==> src/logic/placement_pkg.sv <==
////////////////////
// Shared types, constants and strip lookups for the rectangle placement engine
// Modules reference everything here by scoped name
////////////////////

package placement_pkg;

    // Scalar types
    typedef logic [4:0] dim_t;
    typedef logic [3:0] strip_id_t;
    typedef logic [7:0] coord_t;
    typedef logic [3:0] strike_cnt_t;

    // Three candidate strips, index 0 is the first preference
    typedef strip_id_t [2:0] strip_set_t;

    localparam int        NUM_STRIPS = 13;
    localparam strip_id_t NO_STRIP   = 4'd0;

    // Item entering the update stage
    typedef struct packed {
        logic       valid;
        dim_t       width;
        strip_set_t ids;
    } cand_t;

    // Result of the update stage, consumed by the output stage
    typedef struct packed {
        logic        valid;
        logic        strike;
        strip_id_t   strip;
        coord_t      x;
        strike_cnt_t strike_cnt;
    } place_t;

    // Height class picks three consecutive strips, tallest class has only one
    function automatic strip_set_t strip_candidates(input dim_t height, input dim_t width);
        strip_set_t ids;
        strip_id_t  first;
        ids   = {NO_STRIP, NO_STRIP, NO_STRIP};
        first = NO_STRIP;
        if (height != '0 && width != '0) begin
            if (height <= 5'd4) begin
                first = 4'd1;
            end else if (height <= 5'd8) begin
                first = 4'd4;
            end else if (height <= 5'd12) begin
                first = 4'd7;
            end else if (height <= 5'd16) begin
                first = 4'd10;
            end else begin
                ids[0] = 4'd13;
            end
            if (first != NO_STRIP) begin
                ids[0] = first;
                ids[1] = first + 4'd1;
                ids[2] = first + 4'd2;
            end
        end
        return ids;
    endfunction

    // Bottom edge of each strip on the canvas
    function automatic coord_t strip_base_y(input strip_id_t id);
        case (id)
            4'd1:    return 8'd0;
            4'd2:    return 8'd4;
            4'd3:    return 8'd8;
            4'd4:    return 8'd12;
            4'd5:    return 8'd20;
            4'd6:    return 8'd28;
            4'd7:    return 8'd36;
            4'd8:    return 8'd48;
            4'd9:    return 8'd60;
            4'd10:   return 8'd72;
            4'd11:   return 8'd88;
            4'd12:   return 8'd104;
            4'd13:   return 8'd120;
            default: return 8'd0;
        endcase
    endfunction

endpackage
==> src/logic/placement_top.sv <==
////////////////////
// Rectangle placement engine, top level
// Accepts one item per cycle when valid_i is high, results follow two edges later
////////////////////

`timescale 1ns/100ps

module placement_top #(
    parameter int CANVAS_WIDTH = 128
) (
    input  logic                       clk_i,
    input  logic                       rst_i,
    input  logic                       valid_i,
    input  placement_pkg::dim_t        width_i,
    input  placement_pkg::dim_t        height_i,

    output logic                       valid_o,
    output placement_pkg::coord_t      index_x_o,
    output placement_pkg::coord_t      index_y_o,
    output placement_pkg::strike_cnt_t strike_o
);

    // Input stage to update stage
    placement_pkg::cand_t        cand;

    // Update stage
    placement_pkg::coord_t [2:0] occ_width;
    placement_pkg::strip_id_t    sel_id;
    placement_pkg::coord_t       sel_width;
    placement_pkg::coord_t       new_width;
    logic                        strike;
    logic                        wr_en;
    placement_pkg::strip_id_t    wr_id;
    placement_pkg::coord_t       wr_width;

    // Update stage to output stage
    placement_pkg::place_t       place;

    ////////////////////
    // Input sampling and row search

    strip_finder u_finder (
        .clk_i    (clk_i),
        .rst_i    (rst_i),
        .valid_i  (valid_i),
        .width_i  (width_i),
        .height_i (height_i),
        .cand_o   (cand)
    );

    ////////////////////
    // Update stage

    occupancy_array #(
        .CANVAS_WIDTH (CANVAS_WIDTH)
    ) u_occupancy (
        .clk_i      (clk_i),
        .rst_i      (rst_i),
        .rd_id_i    (cand.ids),
        .wr_en_i    (wr_en),
        .wr_id_i    (wr_id),
        .wr_width_i (wr_width),
        .rd_width_o (occ_width)
    );

    fit_check #(
        .CANVAS_WIDTH (CANVAS_WIDTH)
    ) u_fit (
        .cand_i      (cand),
        .occ_i       (occ_width),
        .sel_id_o    (sel_id),
        .sel_width_o (sel_width),
        .new_width_o (new_width),
        .strike_o    (strike)
    );

    placement_ctrl u_ctrl (
        .clk_i        (clk_i),
        .rst_i        (rst_i),
        .cand_valid_i (cand.valid),
        .sel_id_i     (sel_id),
        .sel_width_i  (sel_width),
        .new_width_i  (new_width),
        .strike_i     (strike),
        .wr_en_o      (wr_en),
        .wr_id_o      (wr_id),
        .wr_width_o   (wr_width),
        .place_o      (place)
    );

    ////////////////////
    // Index calculation and output registers

    index_calc u_index (
        .clk_i     (clk_i),
        .rst_i     (rst_i),
        .place_i   (place),
        .valid_o   (valid_o),
        .index_x_o (index_x_o),
        .index_y_o (index_y_o),
        .strike_o  (strike_o)
    );

endmodule

==> src/logic/index_calc.sv <==
////////////////////
// Output stage
// Turns a placement record into the registered x, y origin and strike count
////////////////////

`timescale 1ns/100ps

module index_calc (
    input  logic                       clk_i,
    input  logic                       rst_i,
    input  placement_pkg::place_t      place_i,

    output logic                       valid_o,
    output placement_pkg::coord_t      index_x_o,
    output placement_pkg::coord_t      index_y_o,
    output placement_pkg::strike_cnt_t strike_o
);

    logic                  placed;
    placement_pkg::coord_t x_d;
    placement_pkg::coord_t y_d;

    // Coordinates are zero on a strike and on idle cycles
    assign placed = place_i.valid && !place_i.strike;
    assign x_d    = placed ? place_i.x : '0;
    assign y_d    = placed ? placement_pkg::strip_base_y(place_i.strip) : '0;

    always_ff @(posedge clk_i) begin
        if (rst_i) begin
            valid_o   <= 1'b0;
            index_x_o <= '0;
            index_y_o <= '0;
            strike_o  <= '0;
        end else begin
            valid_o   <= place_i.valid;
            index_x_o <= x_d;
            index_y_o <= y_d;
            // Count holds between items
            if (place_i.valid) begin
                strike_o <= place_i.strike_cnt;
            end
        end
    end

endmodule

==> src/logic/placement_ctrl.sv <==
////////////////////
// Control for the update stage
// Commits array writes, counts strikes and registers the placement record
////////////////////

`timescale 1ns/100ps

module placement_ctrl (
    input  logic                     clk_i,
    input  logic                     rst_i,
    input  logic                     cand_valid_i,
    input  placement_pkg::strip_id_t sel_id_i,
    input  placement_pkg::coord_t    sel_width_i,
    input  placement_pkg::coord_t    new_width_i,
    input  logic                     strike_i,

    output logic                     wr_en_o,
    output placement_pkg::strip_id_t wr_id_o,
    output placement_pkg::coord_t    wr_width_o,
    output placement_pkg::place_t    place_o
);

    placement_pkg::strike_cnt_t strike_cnt_q;
    placement_pkg::strike_cnt_t strike_cnt_d;
    placement_pkg::place_t      place_q;

    logic valid_strike;

    ////////////////////
    // Array write

    // Written at the same edge that registers the result, so the next
    // item already reads the new width
    assign wr_en_o    = cand_valid_i && !strike_i;
    assign wr_id_o    = sel_id_i;
    assign wr_width_o = new_width_i;

    ////////////////////
    // Strike counter

    assign valid_strike = cand_valid_i && strike_i;

    // Wraps after 15
    assign strike_cnt_d = valid_strike ? strike_cnt_q + 4'd1 : strike_cnt_q;

    always_ff @(posedge clk_i) begin
        if (rst_i) begin
            strike_cnt_q <= '0;
        end else begin
            strike_cnt_q <= strike_cnt_d;
        end
    end

    ////////////////////
    // Result register

    always_ff @(posedge clk_i) begin
        if (rst_i) begin
            place_q.valid <= 1'b0;
        end else begin
            place_q.valid <= cand_valid_i;
        end
    end

    always_ff @(posedge clk_i) begin
        place_q.strike     <= strike_i;
        place_q.strip      <= sel_id_i;
        place_q.x          <= sel_width_i;
        place_q.strike_cnt <= strike_cnt_d;
    end

    assign place_o = place_q;

endmodule

==> src/logic/fit_check.sv <==
////////////////////
// Picks the least occupied candidate strip and tests whether the item fits
// Purely combinational, part of the single update stage
////////////////////

`timescale 1ns/100ps

module fit_check #(
    parameter int CANVAS_WIDTH = 128
) (
    input  placement_pkg::cand_t        cand_i,
    input  placement_pkg::coord_t [2:0] occ_i,

    output placement_pkg::strip_id_t    sel_id_o,
    output placement_pkg::coord_t       sel_width_o,
    output placement_pkg::coord_t       new_width_o,
    output logic                        strike_o
);

    logic [1:0] best;
    logic [8:0] sum;

    ////////////////////
    // Minimum width selection

    // Strict compare keeps the earlier candidate on a tie
    always_comb begin
        best = 2'd0;
        if (occ_i[1] < occ_i[best]) begin
            best = 2'd1;
        end
        if (occ_i[2] < occ_i[best]) begin
            best = 2'd2;
        end
    end

    assign sel_id_o    = cand_i.ids[best];
    assign sel_width_o = occ_i[best];

    ////////////////////
    // Strike detection

    assign sum = {1'b0, sel_width_o} + {4'd0, cand_i.width};

    always_comb begin
        strike_o = (sel_id_o == placement_pkg::NO_STRIP) || (sum > CANVAS_WIDTH);
        if (strike_o) begin
            // Strip keeps its width
            new_width_o = sel_width_o;
        end else begin
            new_width_o = sum[7:0];
        end
    end

endmodule

==> src/logic/occupancy_array.sv <==
////////////////////
// Occupied width of each real strip
// Three combinational read ports and one write port, NO_STRIP reads as a full strip
////////////////////

`timescale 1ns/100ps

module occupancy_array #(
    parameter int CANVAS_WIDTH = 128
) (
    input  logic                      clk_i,
    input  logic                      rst_i,
    input  placement_pkg::strip_set_t rd_id_i,
    input  logic                      wr_en_i,
    input  placement_pkg::strip_id_t  wr_id_i,
    input  placement_pkg::coord_t     wr_width_i,

    output placement_pkg::coord_t [2:0] rd_width_o
);

    localparam placement_pkg::coord_t FULL_WIDTH = placement_pkg::coord_t'(CANVAS_WIDTH);

    // Strip 0 is not stored
    placement_pkg::coord_t occ_q [1:placement_pkg::NUM_STRIPS];

    logic wr_ok;

    assign wr_ok = wr_en_i && (wr_id_i != placement_pkg::NO_STRIP)
                   && (wr_id_i <= placement_pkg::NUM_STRIPS);

    ////////////////////
    // Write port

    always_ff @(posedge clk_i) begin
        if (rst_i) begin
            for (int s = 1; s <= placement_pkg::NUM_STRIPS; s++) begin
                occ_q[s] <= '0;
            end
        end else if (wr_ok) begin
            occ_q[wr_id_i] <= wr_width_i;
        end
    end

    ////////////////////
    // Read ports

    // Unused ids look full so they never win the selection
    always_comb begin
        for (int p = 0; p < 3; p++) begin
            if (rd_id_i[p] == placement_pkg::NO_STRIP
                    || rd_id_i[p] > placement_pkg::NUM_STRIPS) begin
                rd_width_o[p] = FULL_WIDTH;
            end else begin
                rd_width_o[p] = occ_q[rd_id_i[p]];
            end
        end
    end

endmodule

==> src/logic/strip_finder.sv <==
////////////////////
// Input stage of the placement pipeline
// Samples an item and registers its three candidate strips
////////////////////

`timescale 1ns/100ps

module strip_finder (
    input  logic                clk_i,
    input  logic                rst_i,
    input  logic                valid_i,
    input  placement_pkg::dim_t width_i,
    input  placement_pkg::dim_t height_i,

    output placement_pkg::cand_t cand_o
);

    placement_pkg::cand_t cand_d;
    placement_pkg::cand_t cand_q;

    ////////////////////
    // Row search

    always_comb begin
        cand_d.valid = valid_i;
        cand_d.width = width_i;
        cand_d.ids   = placement_pkg::strip_candidates(height_i, width_i);
    end

    ////////////////////
    // Candidate register

    // Valid bit of the sampled item
    always_ff @(posedge clk_i) begin
        if (rst_i) begin
            cand_q.valid <= 1'b0;
        end else begin
            cand_q.valid <= cand_d.valid;
        end
    end

    // Item width and candidate strips
    always_ff @(posedge clk_i) begin
        cand_q.width <= cand_d.width;
        cand_q.ids   <= cand_d.ids;
    end

    assign cand_o = cand_q;

endmodule

==> config.mk <==
export PLATFORM = sky130hd
export DESIGN_NAME = placement_top
export DESIGN_NICKNAME = d
export VERILOG_FILES = /design/src/logic/placement_pkg.sv /design/src/logic/placement_top.sv /design/src/logic/index_calc.sv /design/src/logic/placement_ctrl.sv /design/src/logic/fit_check.sv /design/src/logic/occupancy_array.sv /design/src/logic/strip_finder.sv
export SDC_FILE = /design/constraint.sdc
export NUM_CORES = 1
export LEC_CHECK = 0
export BUFFER_PORTS_ARGS = -buffer_cell sky130_fd_sc_hd__buf_2
export CORE_UTILIZATION = 55
export CTS_BUF_LIST = sky130_fd_sc_hd__clkbuf_2
export DETAILED_ROUTE_END_ITERATION = 6
export PLACE_DENSITY_LB_ADDON = 0.05
export SLEW_MARGIN = 5
export SYNTH_ARGS = -nofsm -noshare
export SYNTH_HDL_FRONTEND = slang
export SYNTH_SLANG_ARGS = --single-unit
==> constraint.sdc <==
create_clock -name clk_i -period 8.7 [get_ports clk_i]
set_clock_uncertainty 0.15 [all_clocks]
set_input_delay 0.435 -clock clk_i [delete_from_list [all_inputs] [get_ports clk_i]]
set_output_delay 0.435 -clock clk_i [all_outputs]
set_load 0.01 [all_outputs]
Word-level counts from Yosys, hierarchy flattened --
Memories as Yosys holds them, arrays and structs flattened. A register that Yosys moved wholly into a read port is not among the register bits. Cells that the tools add are included.
Operators by class: $add $sub $neg 4, order comparisons 13, mux-type cells 34, bitwise operators 1, reduce and logical (&&, ||, !) cells 23
Operators with widths (count):
- $mux 4 | 16
- $mux 8 | 7
- $bmux 8 s2 | 2
- $logic_not 4->1 | 4
- $lt 8x8->1 | 2
- $gt 4x4->1 const B | 3
- $le 5x4->1 const B | 2
- $reduce_bool 5->1 | 2
- $add 8x5->9 | 1
- $gt 9x8->1 const B | 1
- $add 4x1->4 const B | 2
- $bmux 4 s2 | 1
- $reduce_bool 4->1 | 2
- $reduce_or 8->1 | 1
- $mux 1 | 7
- $logic_and 1x1->1 | 6
- $le 5x3->1 const B | 1
- $le 5x5->1 const B | 1
- $add 4x2->4 const B | 1
- $le 4x4->1 const B | 1
- $logic_or 1x1->1 | 4
- $lt 1x3->1 const B | 1
- $lt 2x3->1 const B | 1
- $logic_not 1->1 | 2
- other kinds (4) | 4
Word-level totals: flip-flop bits (word level) 61, bits in writable memories 104, ROM bits 80, bits of input ports 13, output and inout bits 21, memories kept 2
Memory list:
- u_occupancy.occ_q | words 13, bits a word 8, rd ports 3, clocked after Yosys merged registers in 3, wr ports 13, line occupancy_array.sv:24 | placement_pkg::coord_t occ_q [1:placement_pkg::NUM_STRIPS];
- (name not given) | words 16, bits a word 5, rd ports 1, clocked after Yosys merged registers in 1, wr ports 0, line placement_pkg.sv:65 | case (id)

Logic depth before layout (Yosys ltp) --
Gate-level depths: netlist (run 1).
depth in word-level cells 23, mapped depth 44, gate-level depth less buffers 35

Modules after synthesis --
Synthesis (run 1) repeated with hierarchy kept, for this count alone.
Second synthesis, totals: cell total of the unflattened synthesis 907, area total of the unflattened synthesis 10203.5 um2
By module, submodules not included:
- occupancy_array | times used 1, cells an instance 522, area an instance 6755.2 um2, sequential area each 3153.0 um2
- fit_check | times used 1, cells an instance 199, area an instance 1382.6 um2, sequential area each 0.0 um2
- index_calc | times used 1, cells an instance 68, area an instance 728.2 um2, sequential area each 360.3 um2
- strip_finder | times used 1, cells an instance 68, area an instance 698.2 um2, sequential area each 360.3 um2
- placement_ctrl | times used 1, cells an instance 50, area an instance 639.4 um2, sequential area each 440.4 um2

Worst setup path after synthesis (run 1) --
Ideal clock, no wire load.
kind reg2reg, from reg u_finder.cand_q, in the netlist u_finder.cand_o[0], to mem u_occupancy.occ_q[12][0] (netlist name), enable pin, setup time 375 ps, data arrival time 8381 ps, setup slack -205 ps, stages on the path, launching flop included 41, period minus slack after synthesis 8905 ps, cells stage by stage dfxtp_1 > buf_6 > buf_2 > buf_1 > buf_1 > mux4_2 > nand2_1 > o21ai_0 > nand2_1 > o31ai_1 > inv_1 > ha_1 > o21a_1 > nor2_1 > o21ai_0 > a32oi_4 > buf_6 > buf_4 > (+5 left out) > and2_0 > clkbuf_1 > mux2_4 > buf_6 > buf_4 > o21ai_0 > inv_1 > ha_1 > a211oi_1 > o21bai_1 > a21oi_1 > nor2_1 > xnor2_1 > o221ai_4 > o311ai_4 > nand2_2 > buf_2 > o21bai_1
RTL lines:
- start, declared | line strip_finder.sv:19 | placement_pkg::cand_t cand_q;
- end, declared | line occupancy_array.sv:24

==> results of run 1 <==
how the worst min path moves through the flow:
stage / start / slack [ns] / to
finish: height_i[0] / 0.06 / u_finder.cand_o[2]
CTS: height_i[0] / 0.01 / u_finder.cand_o[2]
floorplan: u_ctrl.place_o[4] / 0.26 / u_index.index_x_o[0]
global route: height_i[0] / 0.05 / u_finder.cand_o[2]
detailed placement: u_ctrl.place_o[8] / 0.27 / u_index.index_x_o[4]
global placement: u_ctrl.place_o[8] / 0.26 / u_index.index_x_o[4]
synthesized netlist by cell type, types with 6 or more instances:
| master | number |
|---|---|
| and2_1 | 9 |
| o21bai_1 | 14 |
| nor2_1 | 107 |
| mux2_2 | 27 |
| clkbuf_1 | 25 |
| nand2_1 | 69 |
| a211oi_1 | 9 |
| a221oi_1 | 14 |
| mux4_2 | 41 |
| o21ai_0 | 33 |
| ha_1 | 29 |
| buf_2 | 23 |
| nand2b_1 | 11 |
| buf_4 | 11 |
| xor2_1 | 7 |
| o31ai_1 | 11 |
| mux2i_1 | 76 |
| xnor2_1 | 6 |
| nor3_1 | 45 |
| nand3_1 | 10 |
| dfxtp_1 | 58 |
| o22ai_1 | 7 |
| nor2b_1 | 9 |
| nor3_2 | 18 |
| a21oi_1 | 23 |
| inv_1 | 29 |
| and3_1 | 6 |
| buf_1 | 6 |
| edfxtp_1 | 104 |
final cells by class:
class | count | share of cell area [%]
multi-input cells | 676 | 48.5
flip-flops and latches | 162 | 38.2
repair buffers | 110 | 7.46
well taps | 229 | 2.55
clock inverters | 15 | 1.45
inverters | 32 | 1.07
clock buffers | 17 | 0.757
diodes | 1 | 0.0223
worst max-delay path: cells and delay by family (launching register included):
family                   cells  cell delay (ns)
adder cells (fa/ha/maj)      4             1.25
AO/OA/AOI/OAI               12             2.39
AND/OR/NAND/NOR             10             1.46
buffers and inverters        6             1.08
flip-flops                   1             0.48
multiplexers                 4             1.19
registers in the layout, indices dropped and copies added (netlist names):
register             flops
u_occupancy.occ_q      104
u_ctrl.place_o          18
u_finder.cand_o         18
u_index.index_x_o        8
u_index.index_y_o        5
u_ctrl.strike_cnt_q      4
u_index.strike_o         4
u_index.valid_o          1
stage by stage:
| stage | hold WS (ns) | area, um^2 |
|---|---|---|
| floorplan | 0.256 | 10200 |
| global placement | 0.261 | 10600 |
| detailed placement | 0.269 | 10600 |
| CTS | 0.0116 | 11000 |
| global route | 0.0452 | 11200 |
| finish | 0.0556 | 11200 |
kinds of logic (layout without fill, tap and decap cells):
group,after synthesis,in the layout,synth area share [%]
simple gates,312,312,15.2
compound gates,167,167,12.3
flops,162,162,42.2
mux,151,151,20.6
buf+inv,101,174,4.72
fa+ha+maj,30,30,3.78
xor+xnor,13,13,1.12
other cells,1,4,0.0370
power groups by stage:
stage	logic [uW]	clock network [uW]	registers, uW
after floorplan	1510	0	942
after global placement	2130	0	990
after detailed placement	2190	0	994
after CTS	2210	434	977
after global routing	2450	463	984
final	2330	425	975
what timing repair did:
| item | CTS | global route |
|---|---|---|
| buffers inserted | 0 | 18 |
| gates resized for setup | 1 | 16 |
| pin swaps | 0 | 2 |
| hold buffers | 15 | 0 |
| endpoints found under the setup margin | 61 | 217 |
| hold endpoints to repair | 20 | 0 |
layer usage:
layer | vias to the layer above | GRT usage [%]
li1 | 3621 | -
met1 | 3997 | 46.2
met2 | 414 | 52.7
met3 | 88 | 7.80
met4 | 0 | 19.2
met5 | - | 0
==> flow_summary_export.csv, run 1 <==
group,metric,value,unit
critical_path,startpoint,"u_finder.cand_o[0]",
place,port-buffer-count,30,
timing,fmax,120,MHz
critical_path,rr_endpoint,"u_occupancy.occ_q[6][5]",
synthesis,yosys_warnings,0,
drt,wl_met1,13200,um
place,placed_cells,1176,
global_route,grt_overflow_total,0,
global_route,antenna_found_initial,1,
timing,finalCritPeriodShare,95.6,%
final_layout,layoutNonFillerInstCount,1242,
clock_network,cts_sinks,162,
synthesis,synth_edf_count,104,
critical_path,reg2reg_from,"u_finder.cand_o[0]",
timing,worst_pin_slew,1.15,ns
clock_network,cts_root_buf,"clkbuf_2",
critical_path,r2r_cells,36,
status,status,"finished, final reports clean",
power_and_ir_drop,internal-power,1750,uW
final_layout,fill_cells,1516,
global_route,grt_pass1_vias,7761,
final_layout,finalNetCount,1042,
clock_network,numCtsBuffers,17,
floorplanning,dieArea,19000,um^2
drt,drt-wirelength-per-cell,25.7,um
synthesis,synthTopCellsByArea,"edfxtp_1 31%, dfxtp_1 11%, mux4_2 9.1%, mux2i_1 7.5%, nor2_1 4.0%",
drt,drcViolationCount,0,
timing,finalSetupTns,0,ns
worst_hold_path,holdPathStages,5,
timing,finalCriticalPeriod,8.31,ns
floorplanning,core,18000,um^2
timing,drv_slew,0,
floorplanning,die_y,138,um
timing,setup_viol,0,
critical_path,crit_arrival,8.70,ns
power_and_ir_drop,peakVddDrop,497,uV
critical_path,endpoint,"u_occupancy.occ_q[6][5]",
global_route,grt_max_degree,46,
worst_hold_path,holdCritPathClass,"primary input to flip-flop",
drt,highest_layer,"met4",
drt,wl_met2,14300,um
global_route,track_usage,34.8,%
timing,hold_viol,0,
final_layout,multi_input_area,5450,um^2
final_layout,drive_gt1_share,24.9,%
critical_path,cp_max_fo,45,
place,dpl.hpwl,23600,um
power_and_ir_drop,clockPowerShare,11.4,%
drt,drt_iter0_markers,778,
final_layout,area_growth_syn_to_layout,10.8,%
critical_path,startpoint_type,"flip-flop",
final_layout,seqCellArea,4290,um^2
critical_path,required,9.09,ns
drt,num_vias,8120,
synthesis,synth_flop_cell,"edfxtp_1",
power_and_ir_drop,swShare,53.0,%
synthesis,syn_area,10100,um^2
timing,timing.slew.headroom,23.2,%
critical_path,worstSetupEndpointType,"flip-flop",
clock_network,insertion_delay,0.78,ns
synthesis,synth_seq_cells,162,
global_route,grt_pass1_wl,46800,um
final_layout,utilization,62.3,%
clock_network,clk_pin_slew,0.24,ns
drt,dr.pass1.iters,7,
power_and_ir_drop,cellLeakagePower,0.00424,uW
floorplanning,ios,34,
power_and_ir_drop,powerDensity,332,nW/um^2
final_layout,final_common_cell,"nor2_1",
power_and_ir_drop,power_frac_seq,26.1,%
clock_network,htree_levels,4,
place,gp_congestion,1.08,
clock_network,cts_tree,"built",
synthesis,synth-seq-area-share,42.2,%
critical_path,slowest_stage,"mux4_2",
synthesis,yosysUniqueCellTypes,89,
synthesis,synth.avg_cell_area,10.8,um^2
power_and_ir_drop,switchingPower,1980,uW
critical_path,critPathMaxStageDelay,0.49,ns
place,dpl_worst_slack,-0.0565,ns
final_layout,final_cell_mix,"107 x nor2_1, 104 x edfxtp_1, 73 x mux2i_1",
drt,detail_route.vias_per_cell,6.54,
job,max_cap_violations,0,
synthesis,synthCells,937,
critical_path,critical_path_class,"flip-flop to flip-flop",
power_and_ir_drop,p_total,3730,uW
clock_network,clk_path_buf_depth,2,
drt,antenna_left,0,
floorplanning,core.rowCount,49,
drt,route.met3.wl,2610,um
floorplanning,die_w,138,um
drt,wirelength,31900,um
synthesis,synthArstFlopShare,0,%
timing,worst_slack,0.386,ns
critical_path,rrSetupSlack,0.39,ns
synthesis,yosys.area.top_type,"edfxtp_1",
power_and_ir_drop,combPwrFrac,62.5,%
synthesis,yosysTopAreaCellShare,30.8,%
floorplanning,initial_core_util,56.3,%
(Power assumes the default switching activity.)
==> run 2: changes to the inputs <==
--- a/config.mk
+++ b/config.mk
@@ -9,7 +9,7 @@
 export CORE_UTILIZATION = 55
 export CTS_BUF_LIST = sky130_fd_sc_hd__clkbuf_2
 export DETAILED_ROUTE_END_ITERATION = 6
-export PLACE_DENSITY_LB_ADDON = 0.05
+export PLACE_DENSITY = 0.78
 export SLEW_MARGIN = 5
 export SYNTH_ARGS = -nofsm -noshare
 export SYNTH_HDL_FRONTEND = slang
==> run 2 against run 1 <==
  * The run now ends with design-rule violations left
  * Maximum frequency is 2.5% higher
  * Worst hold slack better by 0.049 ns
  * Flip-flop and latch count stayed put
  * First-iteration DRC count is 35% higher
  * Highest routed layer unchanged
==> flow_summary_export.csv, run 2 (synthesized netlist as in run 1, its figures left out) <==
group,metric,value,unit
status,status,"complete, but fails checks",
status,violations,"design-rule violations",
global_route,track_usage,32.0,%
timing,worst_slack,0.592,ns
critical_path,cp_max_fo,37,
place,port-buffer-count,30,
clock_network,clk_path_buf_depth,2,
power_and_ir_drop,powerDensity,332,nW/um^2
timing,fmax,123,MHz
clock_network,htree_levels,4,
final_layout,finish.instance_area,11200,um^2
critical_path,critical_path_class,"flip-flop to flip-flop",
clock_network,cts_root_buf,"clkbuf_2",
clock_network,insertion_delay,0.78,ns
drt,wirelength,29300,um
floorplanning,die_y,138,um
global_route,grt_pass1_vias,7355,
timing,finalCriticalPeriod,8.11,ns
final_layout,largest_reg_flops,104,
critical_path,r2r_cells,32,
drt,detail_route.vias_per_cell,6.64,
place,dpl_cell_area,10600,um^2
timing,worst_pin_slew,0.932,ns
drt,drcViolationCount,1,
final_layout,drive_gt1_share,23.9,%
place,gp_congestion,1.07,
final_layout,area_growth_syn_to_layout,10.4,%
critical_path,crit_arrival,8.39,ns
final_layout,final_common_cell,"nor2_1",
drt,num_vias,8168,
timing,finalCritPeriodShare,93.2,%
timing,setup_viol,0,
global_route,grt_overflow_total,0,
floorplanning,core.rowCount,49,
timing,whs,0.104,ns
critical_path,critPathMaxStageDelay,0.53,ns
timing,drv_slew,0,
job,max_cap_violations,0,
drt,antenna_left,0,
clock_network,clk_pin_slew,0.25,ns
clock_network,numCtsBuffers,17,
critical_path,startpoint_type,"flip-flop",
critical_path,startpoint,"u_finder.cand_o[5]",
timing,hold_viol,0,
critical_path,reg2reg_from,"u_finder.cand_o[5]",
drt,drt_iter0_markers,1048,
final_layout,layoutNonFillerInstCount,1230,
floorplanning,die_w,138,um
place,dpl_worst_slack,-0.134,ns
drt,drt-wirelength-per-cell,23.8,um
place,dpl.hpwl,21400,um
floorplanning,ios,34,
critical_path,rr_endpoint,"u_occupancy.occ_q[11][3]",
floorplanning,initial_core_util,56.3,%
critical_path,endpoint,"u_occupancy.occ_q[11][3]",
drt,dr.pass1.iters,7,
critical_path,rrSetupSlack,0.59,ns
worst_hold_path,holdCritPathClass,"primary input to flip-flop",
clock_network,cts_tree,"built",
global_route,grt_util_met1,43.5,%
global_route,use_met2,47.5,%
floorplanning,core,18000,um^2
global_route,grtUsageMet3,6.51,%
critical_path,slowest_stage,"mux4_2",
floorplanning,dieArea,19000,um^2
clock_network,cts_sinks,162,
critical_path,worstSetupEndpointType,"flip-flop",
global_route,grt_max_degree,38,
power_and_ir_drop,peakVddDrop,365,uV
final_layout,final_cell_mix,"107 x nor2_1, 104 x edfxtp_1, 76 x mux2i_1",
global_route,grt_busiest_layer,"met2",
final_layout,finalNetCount,1030,
place,placed_cells,1174,
timing,timing.slew.headroom,37.7,%
timing,finalSetupTns,0,ns
global_route,grt_pass1_wl,43400,um
timing,rsz0062_at_grt,"false",
power_and_ir_drop,cellLeakagePower,0.00423,uW
final_layout,largest-register,"u_occupancy.occ_q",
global_route,antenna_found_initial,1,
critical_path,required,8.98,ns
-- run 2: cell count changes in the layout (fill, tap and decap cells not counted), sizes merged --
cell and change:
bufinv +3, clkinvlp -1, inv -6, buf -12
clkinv +2, clkbuf +2
-- run 2: worst min path at each step --
stage / from / to / slack, ns / cells after the start
finish: height_i[1] / u_finder.cand_o[2] / 0.10 / 5
global route: height_i[0] / u_finder.cand_o[2] / 0.10 / 5
CTS: height_i[0] / u_finder.cand_o[2] / 0.04 / 5
detailed placement: u_ctrl.place_o[6] / u_index.index_x_o[2] / 0.26 / 1
global placement: u_ctrl.place_o[7] / u_index.index_x_o[3] / 0.26 / 1
floorplan: u_ctrl.place_o[4] / u_index.index_x_o[0] / 0.26 / 1
-- run 2: metrics by stage --
step,util [%],total power [uW]
after floorplan,-,2460
after global placement,58.9,3020
after detailed placement,58.9,3060
after CTS,61.4,3540
after global routing,62.1,3900
final,62.1,3720
-- run 2: power by group --
part	switching, uW	internal [uW]
Combinational	1510	767
Clock	271	193
Sequential	81.5	897
Total	1870	1860
-- run 2: worst max-delay path: cells and delay by family, from the launching register on --
family / cells / cell delay (ns)
and+or+nand+nor: 3 / 0.65
buffers and inverters: 4 / 0.73
xor gates and xnor gates: 1 / 0.17
muxes: 4 / 1.20
AOI/OAI and AO/OA: 17 / 3.50
DFF: 1 / 0.41
adders and majority gates: 3 / 0.90
-- run 2: cell type report --
cell class / count / area, um^2
antenna: 1 / 2.50
clock buffer: 19 / 95.1
clock inverter: 13 / 184
fill: 1465 / 6830
inverter: 32 / 120
multi-input combinational: 676 / 5480
sequential: 162 / 4290
tap: 229 / 287
timing repair buffer: 98 / 739
-- run 2: repair_timing --
action,CTS,global route
setup endpoints to repair,113,211
endpoints found under the hold margin,23,0
resized for setup,4,17
pin swaps,0,3
hold buffers,15,0
gates cloned,0,0
buffers inserted,0,8
-- run 2: routing by layer --
metal	part of all wire [%]	vias up
li1	-	3609
met1	40	3941
met2	45	524
met3	9.5	94
met4	5.2	0
met5	0	-
